<file path="src/rtl/labo_settings.svh">
// --------------------
// board-wide settings for the video lab core
// video timing is shrunk so a whole frame simulates in a few hundred cycles
// include wherever one of the macros below is used
// --------------------
`ifndef LABO_SETTINGS_SVH
`define LABO_SETTINGS_SVH

// --------------------
// horizontal timing, in pixel clocks
`define H_ACTIVE	32
`define H_FRONT		4
`define H_SYNC		4
`define H_BACK		8
`define H_TOTAL		(`H_ACTIVE + `H_FRONT + `H_SYNC + `H_BACK)	// 48 clocks per line

// --------------------
// vertical timing, in lines
`define V_ACTIVE	8
`define V_FRONT		1
`define V_SYNC		2
`define V_BACK		2
`define V_TOTAL		(`V_ACTIVE + `V_FRONT + `V_SYNC + `V_BACK)	// 13 lines per frame

// sync polarity, both positive
`define HS_ACTIVE	1'b1
`define VS_ACTIVE	1'b1

// --------------------
// bus map
`define IO_GPIO_BASE	8'h10	// gpio at 10h-11h
`define RAM_ADDR_BITS	10		// 1 KB work ram

`endif
</file>
<file path="src/rtl/labo_pkg.sv">
// --------------------
// shared types of the video lab core
// bus cycle, read return and video stream structs plus the fsm enums
// --------------------
`include "labo_settings.svh"

package labo_pkg;

	// plain vectors with a meaning
	typedef logic [15:0]					cpu_addr_t;		// z80 address bus
	typedef logic [7:0]						cpu_data_t;		// z80 data bus
	typedef logic [`RAM_ADDR_BITS-1:0]		ram_addr_t;		// work ram word address
	typedef logic [7:0]						color_t;		// one colour channel
	typedef logic [10:0]					coord_x_t;		// horizontal counter
	typedef logic [9:0]						coord_y_t;		// vertical line counter

	// --------------------
	// one bus cycle as the master drives it, strobes active low
	typedef struct packed {
		logic		mreq_n;
		logic		iorq_n;
		logic		rd_n;
		logic		wr_n;
		cpu_addr_t	addr;
		cpu_data_t	wdata;
	} bus_req_t;

	// registered read answer of a peripheral
	typedef struct packed {
		cpu_data_t	data;
		logic		en;		// one pulse per read edge
	} rd_return_t;

	// --------------------
	// timing of the current pixel
	typedef struct packed {
		logic		hs;
		logic		vs;
		logic		de;
		coord_x_t	x;
		coord_y_t	y;
	} video_pos_t;

	// pixel stream at the board output
	typedef struct packed {
		logic		hs;
		logic		vs;
		logic		de;
		color_t		r;
		color_t		g;
		color_t		b;
	} video_out_t;

	typedef enum logic [1:0] {ACTIVE, FRONT, SYNC, BACK} h_phase_t;

	typedef enum logic [1:0] {
		SOLID	= 2'd0,
		BARS	= 2'd1,
		CHECKER	= 2'd2,
		BLANK	= 2'd3
	} pattern_mode_t;

endpackage

</file>
<file path="src/rtl/video_timing.sv">
// --------------------
// video sync generator
// horizontal phase fsm with a counter per phase, plus a line counter
// pos is combinational from the counters and feeds the pattern stage
// --------------------
`timescale 1ns/10ps
`include "labo_settings.svh"

module video_timing (
	input							clk_pixel,
	input							ff_reset_n,
	output	labo_pkg::video_pos_t	pos
);
	import labo_pkg::*;

	// last count of each horizontal phase
	localparam coord_x_t	h_active_last	= coord_x_t'( `H_ACTIVE - 1 );
	localparam coord_x_t	h_front_last	= coord_x_t'( `H_FRONT - 1 );
	localparam coord_x_t	h_sync_last		= coord_x_t'( `H_SYNC - 1 );
	localparam coord_x_t	h_back_last		= coord_x_t'( `H_BACK - 1 );

	// vertical regions, in lines from the frame top
	localparam coord_y_t	v_active_end	= coord_y_t'( `V_ACTIVE );
	localparam coord_y_t	v_sync_start	= coord_y_t'( `V_ACTIVE + `V_FRONT );
	localparam coord_y_t	v_sync_end		= coord_y_t'( `V_ACTIVE + `V_FRONT + `V_SYNC );
	localparam coord_y_t	v_last			= coord_y_t'( `V_TOTAL - 1 );

	h_phase_t	ff_phase;
	h_phase_t	w_phase_next;
	coord_x_t	ff_h_cnt;			// position inside the phase
	coord_x_t	w_phase_last;
	coord_y_t	ff_v_cnt;			// line in frame
	logic		w_phase_end;
	logic		w_line_end;
	logic		w_v_active;
	logic		w_v_sync;

	// --------------------
	// horizontal phase fsm
	// --------------------
	always_comb begin
		case( ff_phase )
			ACTIVE: begin
				w_phase_last	= h_active_last;
				w_phase_next	= FRONT;
			end
			FRONT: begin
				w_phase_last	= h_front_last;
				w_phase_next	= SYNC;
			end
			SYNC: begin
				w_phase_last	= h_sync_last;
				w_phase_next	= BACK;
			end
			default: begin
				w_phase_last	= h_back_last;
				w_phase_next	= ACTIVE;		// wrap to next line
			end
		endcase
	end

	assign w_phase_end	= ( ff_h_cnt == w_phase_last );
	assign w_line_end	= w_phase_end && ( ff_phase == BACK );

	always_ff @( posedge clk_pixel ) begin
		if( !ff_reset_n ) begin
			ff_phase	<= ACTIVE;			// start drawing at once
			ff_h_cnt	<= '0;
		end
		else if( w_phase_end ) begin
			ff_phase	<= w_phase_next;
			ff_h_cnt	<= '0;
		end
		else begin
			ff_h_cnt	<= ff_h_cnt + 1'b1;
		end
	end

	// --------------------
	// vertical line counter
	// --------------------
	always_ff @( posedge clk_pixel ) begin
		if( !ff_reset_n ) begin
			ff_v_cnt	<= '0;
		end
		else if( w_line_end ) begin
			ff_v_cnt	<= ( ff_v_cnt == v_last ) ? '0 : ff_v_cnt + 1'b1;
		end
	end

	assign w_v_active	= ( ff_v_cnt < v_active_end );
	assign w_v_sync		= ( ff_v_cnt >= v_sync_start ) && ( ff_v_cnt < v_sync_end );

	// outputs
	assign pos.hs	= ( ff_phase == SYNC ) ? `HS_ACTIVE : ~`HS_ACTIVE;
	assign pos.vs	= w_v_sync ? `VS_ACTIVE : ~`VS_ACTIVE;
	assign pos.de	= ( ff_phase == ACTIVE ) && w_v_active;
	assign pos.x	= ( ff_phase == ACTIVE ) ? ff_h_cnt : '0;	// active-area x
	assign pos.y	= w_v_active ? ff_v_cnt : '0;

endmodule

</file>
<file path="config.mk">
export PLATFORM = sky130hd
export DESIGN_NAME = video_timing
export DESIGN_NICKNAME = d
export VERILOG_FILES = /design/src/rtl/labo_pkg.sv /design/src/rtl/video_timing.sv
export VERILOG_INCLUDE_DIRS = /design/src /design/src/rtl
export SDC_FILE = /design/constraint.sdc
export NUM_CORES = 1
export LEC_CHECK = 0
export ABC_AREA = 0
export ABC_CLOCK_PERIOD_IN_PS = 6800
export BUFFER_PORTS_ARGS = -buffer_cell sky130_fd_sc_hd__buf_4
export CAP_MARGIN = 5
export CORE_MARGIN = 2
export CORE_UTILIZATION = 55
export CTS_CLUSTER_SIZE = 20
export DETAILED_ROUTE_END_ITERATION = 8
export PLACE_DENSITY = 0.78
export SYNTH_ARGS = -nofsm -noshare
export SYNTH_HDL_FRONTEND = slang
export SYNTH_SLANG_ARGS = --single-unit
</file>
<file path="constraint.sdc">
create_clock -name clk_pixel -period 6.8 [get_ports clk_pixel]
set_input_delay 2.04 -clock clk_pixel [delete_from_list [all_inputs] [get_ports clk_pixel]]
set_output_delay 2.04 -clock clk_pixel [all_outputs]
set_load 0.01 [all_outputs]
</file>
==> results.md, run 1 <==
- Area growth syn-to-layout: 9.21%
- Hold Buf Count CTS: 0
- Arr. time, crit path: between 2 and 2.5 ns
- Worst R2R Setup Slack: roughly 4.4 ns
- Clock root buffer: clkbuf_4
- Layout net count: 189
- DIE AREA: 2940 um^2
- Final TNS setup: 0 ns
- First-pass GRT wire length: 4.04 mm
- Fill count: 229
- Final setup viols: 0
- N_diodes: 0
- Worst R2R Path Depth: 8
- GR Layer Usage met3: 2.50%
- Post_cts resized: 0
- Cell Pwr Density: 142 nW/um^2
- CTS tree: done
- GR Util met2: just under 30%
- Layout Cells excl Fill: slightly above 200
- Critical path type: reg -> out
- Drt wl/cell: 12.4 um
- Synth Register Bits: 23
- Die X-Extent: 54.2 um
- Synthesized area per cell: 8.51 um^2
- Mapped cell area: approximately 1400 um^2
- DR vias/cell: 5.49
- Fmax: 0.246 GHz
- Synth warn: 0
- Hold path endpoint: ff_h_cnt[0]
- Register area share after synthesis: 33.2%
- Peak fanout along the critical path: 9
- Net Sw Frac: 24.1%
- # DRC: 0
- Vias: around 1.1k
- Total CTS buffers: 3
- Post-layout util: 62.2%
- Worst Clk Skew: approximately 0.0072 ns
- Critical Path Sink Type: primary output
- Hold Path Stages: 1
- Gate power share: 5.8%
- Largest net degree at the start of global routing: 14
- Final Instance Area: 1510 um^2
- Critical R2R Launch: ff_phase[0]
- P_leak: 0.639 nW
- FP Rows: 18
- Share of power burned in registers: 64.3%
- Core Footprint: 2430 um^2
- Worst hold-check path type: reg -> reg
- Int Pwr: 0.163 mW
- Global route overflow: 0
- Clk slew on worst S/H paths: 0.13 ns
- I/O pin count: 26
- Distinct cell type count after synthesis: 41
- RD Place Congestion: 0.816
- Layout cell share with drive strength beyond 1: 14.2%
- H-tree level count: 1
- Post-DP HPWL: 1.93 mm
- Final Max Slew Viols: 0
- GRT Total Usage: 18.7%
- Period utilization: 59.7%
- RR Endpoint: ff_v_cnt[2]
- Dpl cell area: between 1000 and 1500 um^2
- Antenna violations before repair: 0
- Status: completed
- Starting Density: a little under three fifths
- DRT Pass-1 Iters: 4
- DR iter-0 viols: 23
- Crit start category: register
- Die height: 54.2 um
- Number of synthesized flops with an enable pin: 0
- RSZ-0062 raised after global routing: no
- Worst vdd ir: around 0.13 mV
- Rel. slew slack: 46.4%
- PortBufs: 18
- Slew @ Worst Pin: 0.797 ns
- Met1 usage: a little over a quarter
- Post-route ant nets: 0
- Top FF cell, synth: dfxtp_1
- Worst endpoint required time: 4.76 ns
- Final hold violation count: 0
- Worst-case clock buffer depth: 2
- Min Tclk post-route: 4.06 ns
- Global route hottest layer: met2
- Drt total wl: 2.56 mm
- Clk sink count: 23
- Vias in the first global route: 937
- Power share of the clock group: 29.9%
- Async SR Flop Fraction: 0%
- Post-Syn Instances: 163
- Total Power: 0.215 mW
- Net Switching: 0.0517 mW
- Placed insts: 202
- Hold Path Origin: ff_h_cnt[0]
- Clk_lat worst skew: 0.31 ns
- Max Cap Viol: 0
- Setup bufs post-CTS: 0
==> worst max path at each step <==
| stage | from | to | slack [ns] | cells past startpoint |
|---|---|---|---|---|
| 2_1_floorplan | ff_v_cnt[6] | pos[22] | 3.16 | 5 |
| 4_1_cts | ff_v_cnt[6] | pos[21] | 2.73 | 5 |
| 5_1_grt | ff_v_cnt[6] | pos[21] | 2.63 | 5 |
| 6_report | ff_v_cnt[6] | pos[21] | 2.74 | 5 |
| 3_5_place_dp | ff_v_cnt[6] | pos[21] | 3.08 | 5 |
| 3_3_place_gp | ff_v_cnt[6] | pos[21] | 3.12 | 5 |
==> synth_stat cells, types with 2 or more instances <==
library cell | n | share of area [%]
o31ai_1 | 2 | 1.1
or3_1 | 4 | 1.8
nand4_1 | 2 | 0.90
inv_1 | 6 | 1.6
clkbuf_1 | 5 | 1.4
mux2i_1 | 2 | 1.4
ha_1 | 10 | 9.0
buf_4 | 8 | 4.3
dfxtp_1 | 23 | 33
o21ai_1 | 2 | 0.72
nand3_1 | 8 | 2.9
nor2_1 | 19 | 5.1
o41ai_1 | 4 | 2.5
and3_1 | 2 | 0.90
and2_1 | 12 | 5.4
nand2_1 | 8 | 2.2
xor2_1 | 7 | 4.4
o21ai_0 | 3 | 1.1
nand2b_1 | 2 | 0.90
nor3_1 | 4 | 1.4
a21oi_1 | 5 | 1.8
o211ai_1 | 6 | 3.2
==> final cells by class <==
class | count | area [um^2] | area share [%]
multi-input cells | 125 | 831 | 54.9
flip-flops and latches | 23 | 460 | 30.4
repair buffers | 18 | 135 | 8.93
well taps | 30 | 37.5 | 2.48
clock buffers | 3 | 22.5 | 1.49
inverters | 6 | 22.5 | 1.49
clock inverters | 1 | 5.00 | 0.331
==> kinds of logic after synthesis <==
family                     after synthesis  share of synthesized area [%]
other                                    1                          0.270
and+or+nand+nor                         73                           30.4
adders and majority gates               10                           9.03
xor gates and xnor gates                 8                           5.05
muxes                                    2                           1.44
DFF                                     23                           33.2
buffers and inverters                   21                           8.48
AOI/OAI and AO/OA                       25                           12.1
==> critical path, cell delays in order, from the launching register on <==
cell and delay, ns:
dfxtp_1 0.40, or4_4 0.56, or3_1 0.38, nor2_1 0.13, and2_1 0.13, buf_4 0.11
==> power by group through the flow <==
stage / combinational, mW / clock [mW] / sequential (mW)
2_1_floorplan: 0.0118 / 0 / 0.141
5_1_grt: 0.0142 / 0.0704 / 0.138
3_3_place_gp: 0.0123 / 0 / 0.141
3_5_place_dp: 0.0126 / 0 / 0.141
6_report: 0.0124 / 0.0641 / 0.138
4_1_cts: 0.0125 / 0.0661 / 0.138
==> stage by stage <==
step | hold WS [ns] | setup WS [ns]
floorplan | 0.437 | 3.16
global placement | 0.449 | 3.12
detailed placement | 0.470 | 3.08
CTS | 0.502 | 2.73
global route | 0.530 | 2.63
finish | 0.500 | 2.74
==> routing by layer <==
metal  part of all wire (%)  up-vias  wire, um
met4                   0.90        0        23
met2                     46       34      1170
li1                       -      586         -
met5                      0        -         0
met3                    5.1        4       131
met1                     48      506      1230
==> cell usage in the layout, fill, tap and decap left out, drive strengths merged, types with 2 or more instances in the layout <==
cell,n
nand2,8
ha,10
o41ai,4
nand4,2
nand3b,2
or4,2
o211ai,6
a21oi,5
dfxtp,23
o31ai,2
nand3,8
conb,7
and3,2
or3,4
clkbuf,3
and2,12
mux2i,2
xor2,7
nor3,4
nor2,19
buf,18
nor4,2
inv,6
o21ai,5
nand2b,2
==> state kept, by name (all words and copies together) (netlist names) <==
register and count:
ff_h_cnt 11, ff_phase 2, ff_v_cnt 10
(Power assumes the default switching activity.)
==> run 2, diff against run 1 <==
--- a/config.mk
+++ b/config.mk
@@ -6,15 +6,15 @@
 export SDC_FILE = /design/constraint.sdc
 export NUM_CORES = 1
 export LEC_CHECK = 0
-export ABC_AREA = 0
-export ABC_CLOCK_PERIOD_IN_PS = 6800
+export ABC_AREA = 1
+export ABC_CLOCK_PERIOD_IN_PS = 3300
 export BUFFER_PORTS_ARGS = -buffer_cell sky130_fd_sc_hd__buf_4
 export CAP_MARGIN = 5
 export CORE_MARGIN = 2
-export CORE_UTILIZATION = 55
+export CORE_UTILIZATION = 50
 export CTS_CLUSTER_SIZE = 20
 export DETAILED_ROUTE_END_ITERATION = 8
-export PLACE_DENSITY = 0.78
+export PLACE_DENSITY = 0.74
 export SYNTH_ARGS = -nofsm -noshare
 export SYNTH_HDL_FRONTEND = slang
 export SYNTH_SLANG_ARGS = --single-unit
==> constraint.sdc (replaced) <==
create_clock -name clk_pixel -period 3.3 [get_ports clk_pixel]
set_input_delay 0.99 -clock clk_pixel [delete_from_list [all_inputs] [get_ports clk_pixel]]
set_output_delay 0.99 -clock clk_pixel [all_outputs]
set_load 0.01 [all_outputs]
==> run 2 against run 1 <==
Power is 110% higher. Die area rose by 20%. Final cell count rose by 35%. Critical endpoint is now pos[22]. Largest power group unchanged. Highest routed layer unchanged.
==> results.md, run 2 <==
- Largest Register: ff_h_cnt
- Commonest non-fill, non-tap cells in the layout: nand2_1, inv_1, nor2_1, dfxtp_1, buf_4
- Arr. time, crit path: 1.62 ns (-0.40 ns)
- Post_cts resized: 0 (unchanged)
- Die X-Extent: 59.4 um (+9.5%)
- Final TNS setup: 0 ns (unchanged)
- RSZ-0062 raised after global routing: no
- Synth top cells by count: nand2_1, inv_1, nor2_1, dfxtp_1, a21oi_1
- H-tree level count: 1 (unchanged)
- Area growth syn-to-layout: 9.55%
- Antenna violations before repair: 0 (unchanged)
- Clk sink count: 23 (unchanged)
- DR vias/cell: 4.90 (-11%)
- FP Rows: 20 (+2)
- Int Pwr: 0.335 mW (+110%)
- Net Switching: 0.105 mW (+100%)
- Hold Path Origin: ff_h_cnt[0]
- Peak fanout along the critical path: 5 (-4)
- # DRC: 0 (unchanged)
- Clk slew on worst S/H paths: 0.13 ns (about the same)
- GRT Total Usage: 18.1% (-0.68 points)
- Synth top area cells: dfxtp_1, nand2_1, inv_1
- Met2 wire len: 1.34 mm (+15%)
- Worst vdd ir: 0.191 mV (+52%)
- Worst-case clock buffer depth: 2 (unchanged)
- Total Power: 0.441 mW (+110%)
- Post-Syn Instances: 228 (+40%)
- Number of synthesized flops with an enable pin: 0 (unchanged)
- Multi-input logic area: 876 um^2 (+5.4%)
- Critical path type: reg -> out
- Gate power share: 5.9% (about the same)
- Core Footprint: 2980 um^2 (+22%)
- Synth top area share: 30.0% (-3.2 points)
- Biggest regs: ff_h_cnt (11), ff_v_cnt (10), ff_phase (2)
- First-pass GRT wire length: 5.02 mm (+24%)
- Share of power burned in registers: 64.6% (+0.3 points)
- Cell Pwr Density: 262 nW/um^2 (+85%)
- Met1 WL: 1.31 mm (+6.3%)
- Worst Clk Skew: 0.00254 ns (-0.00467 ns)
- Commonest non-fill, non-tap cell in the layout: nand2_1
- Synth Register Bits: 23 (unchanged)
- Final setup viols: 0 (unchanged)
- I/O pin count: 26 (unchanged)
- Crit path from: ff_v_cnt[0]
- PortBufs: 18 (unchanged)
- Post-route ant nets: 0 (unchanged)
- Reg area: 460 um^2 (unchanged)
- Worst endpoint required time: 2.31 ns (-2.45 ns)
- Net Sw Frac: 23.9% (-0.16 points)
- Largest area contributor in the netlist: dfxtp_1
- Setup bufs post-CTS: 0 (unchanged)
- RD Place Congestion: 0.955 (+17%)
- Max reg flops: 11 (unchanged)
- Layout cell share with drive strength beyond 1: 14.3% (+0.081 points)
- Min Tclk post-route: around 2.6 ns
- Drt wl/cell: 10.1 um (-19%)
- Period utilization: 79.1%
- DR iter-0 viols: 55 (+140%)
- DIE AREA: 3520 um^2 (+20%)
- Vias: 1362 (+21%)
- N_diodes: 0 (unchanged)
- Met3 wire length: 128 um (-2.3%)
- Total CTS buffers: 3 (unchanged)
- Synthesized area per cell: 6.72 um^2 (-21%)
- Most common cell in the netlist: nand2_1
- Uppermost layer routed: met4
- Clk_lat worst skew: 0.31 ns (about the same)
- Critical Path Sink Type: primary output
- Critical R2R Launch: ff_phase[0]
- Status: completed
- Register area share after synthesis: 30.0% (-3.2 points)
- Die height: 59.4 um (+9.5%)
- Largest net degree at the start of global routing: 14 (unchanged)
- Global route overflow: 0 (unchanged)
- Fmax: around 0.38 GHz
- Final Max Slew Viols: 0 (unchanged)
- Worst R2R Path Depth: 9 (+1)
- Distinct cell type count after synthesis: 27 (-34%)
- Drt total wl: 2.80 mm (+9.4%)
- CTS tree: done
- Hold Buf Count CTS: 0 (unchanged)
- Clock root buffer: clkbuf_4
- P_leak: 0.789 nW (+23%)
- Crit start category: register
- DRT Pass-1 Iters: 4 (unchanged)
- Fill count: 292 (+28%)
- Starting Density: 51.5% (-5.5 points)
- Top FF cell, synth: dfxtp_1
- Worst hold-check path type: reg -> reg
- Vias in the first global route: 1171 (+25%)
- Hold Path Stages: 1 (unchanged)
- Max Cap Viol: 0 (unchanged)
- Layout net count: 258 (+37%)
- Async SR Flop Fraction: 0% (unchanged)
- Synth warn: 0 (unchanged)
- Final hold violation count: 0 (unchanged)
- Mapped cell area: 1530 um^2 (+11%)
- Power share of the clock group: 29.5% (-0.4 points)
- Post-DP HPWL: 2.20 mm (+14%)
-- run 2: cell types whose count changed after synthesis, moves of 6 or more --
cell	before	now
nor2_1	19	35
a21oi_1	5	12
nor2_4	0	6
and2_1	12	0
nand2_1	8	50
o211ai_1	6	0
inv_1	6	37
-- run 2: critical path, stage by stage (launching register included) --
cell and delay (ns):
dfxtp_1 0.42, inv_1 0.11, ha_1 0.21, a2111oi_0 0.39, buf_4 0.19
-- run 2: through the flow --
stage | instance area, um^2 | std cells | util, % | hold WS [ns] | setup slack [ns]
floorplan | 1560 | 234 | - | 0.441 | 1.12
global placement | 1650 | 274 | 55.5 | 0.465 | 1.07
detailed placement | 1650 | 274 | 55.5 | 0.470 | 1.03
CTS | 1680 | 278 | 56.4 | 0.501 | 0.669
global route | 1680 | 278 | 56.4 | 0.520 | 0.580
finish | 1680 | 278 | 56.4 | 0.502 | 0.690
-- run 2: worst paths after layout --
kind | end | slack [ns]
max | pos[22] | 0.69
min | ff_h_cnt[0] | 0.50
max reg2reg | ff_h_cnt[8] | 1.16
min reg2reg | ff_h_cnt[0] | 0.50
-- run 2: logic make-up after synthesis --
logic type | synth area share (%)
AND/OR/NAND/NOR | 37.6
buffers and inverters | 14.3
adder cells (fa/ha/maj) | 8.16
XOR/XNOR | 2.29
AO/OA/AOI/OAI | 7.35
other | 0.245
flip-flops | 30.0
-- run 2: power groups by stage --
stage	logic [mW]	clock network, mW	registers (mW)
floorplan	0.0263	0	0.290
global placement	0.0262	0	0.291
detailed placement	0.0262	0	0.291
CTS	0.0264	0.137	0.284
global route	0.0308	0.148	0.285
finish	0.0261	0.130	0.284
-- run 2: area by class of cell --
| cell class | instances | share of cell area, % |
|---|---|---|
| inverters | 37 | 8.27 |
| flip-flops and latches | 23 | 27.4 |
| repair buffers | 18 | 8.05 |
| clock inverters | 1 | 0.298 |
| clock buffers | 3 | 1.34 |
| multi-input cells | 163 | 52.2 |
| well taps | 33 | 2.46 |
-- run 2: layer usage --
metal | GRT usage, % | up-vias
li1 | - | 725
met5 | 0 | -
met1 | 23.8 | 604
met4 | 5.19 | 0
met2 | 30.3 | 31
met3 | 2.84 | 2
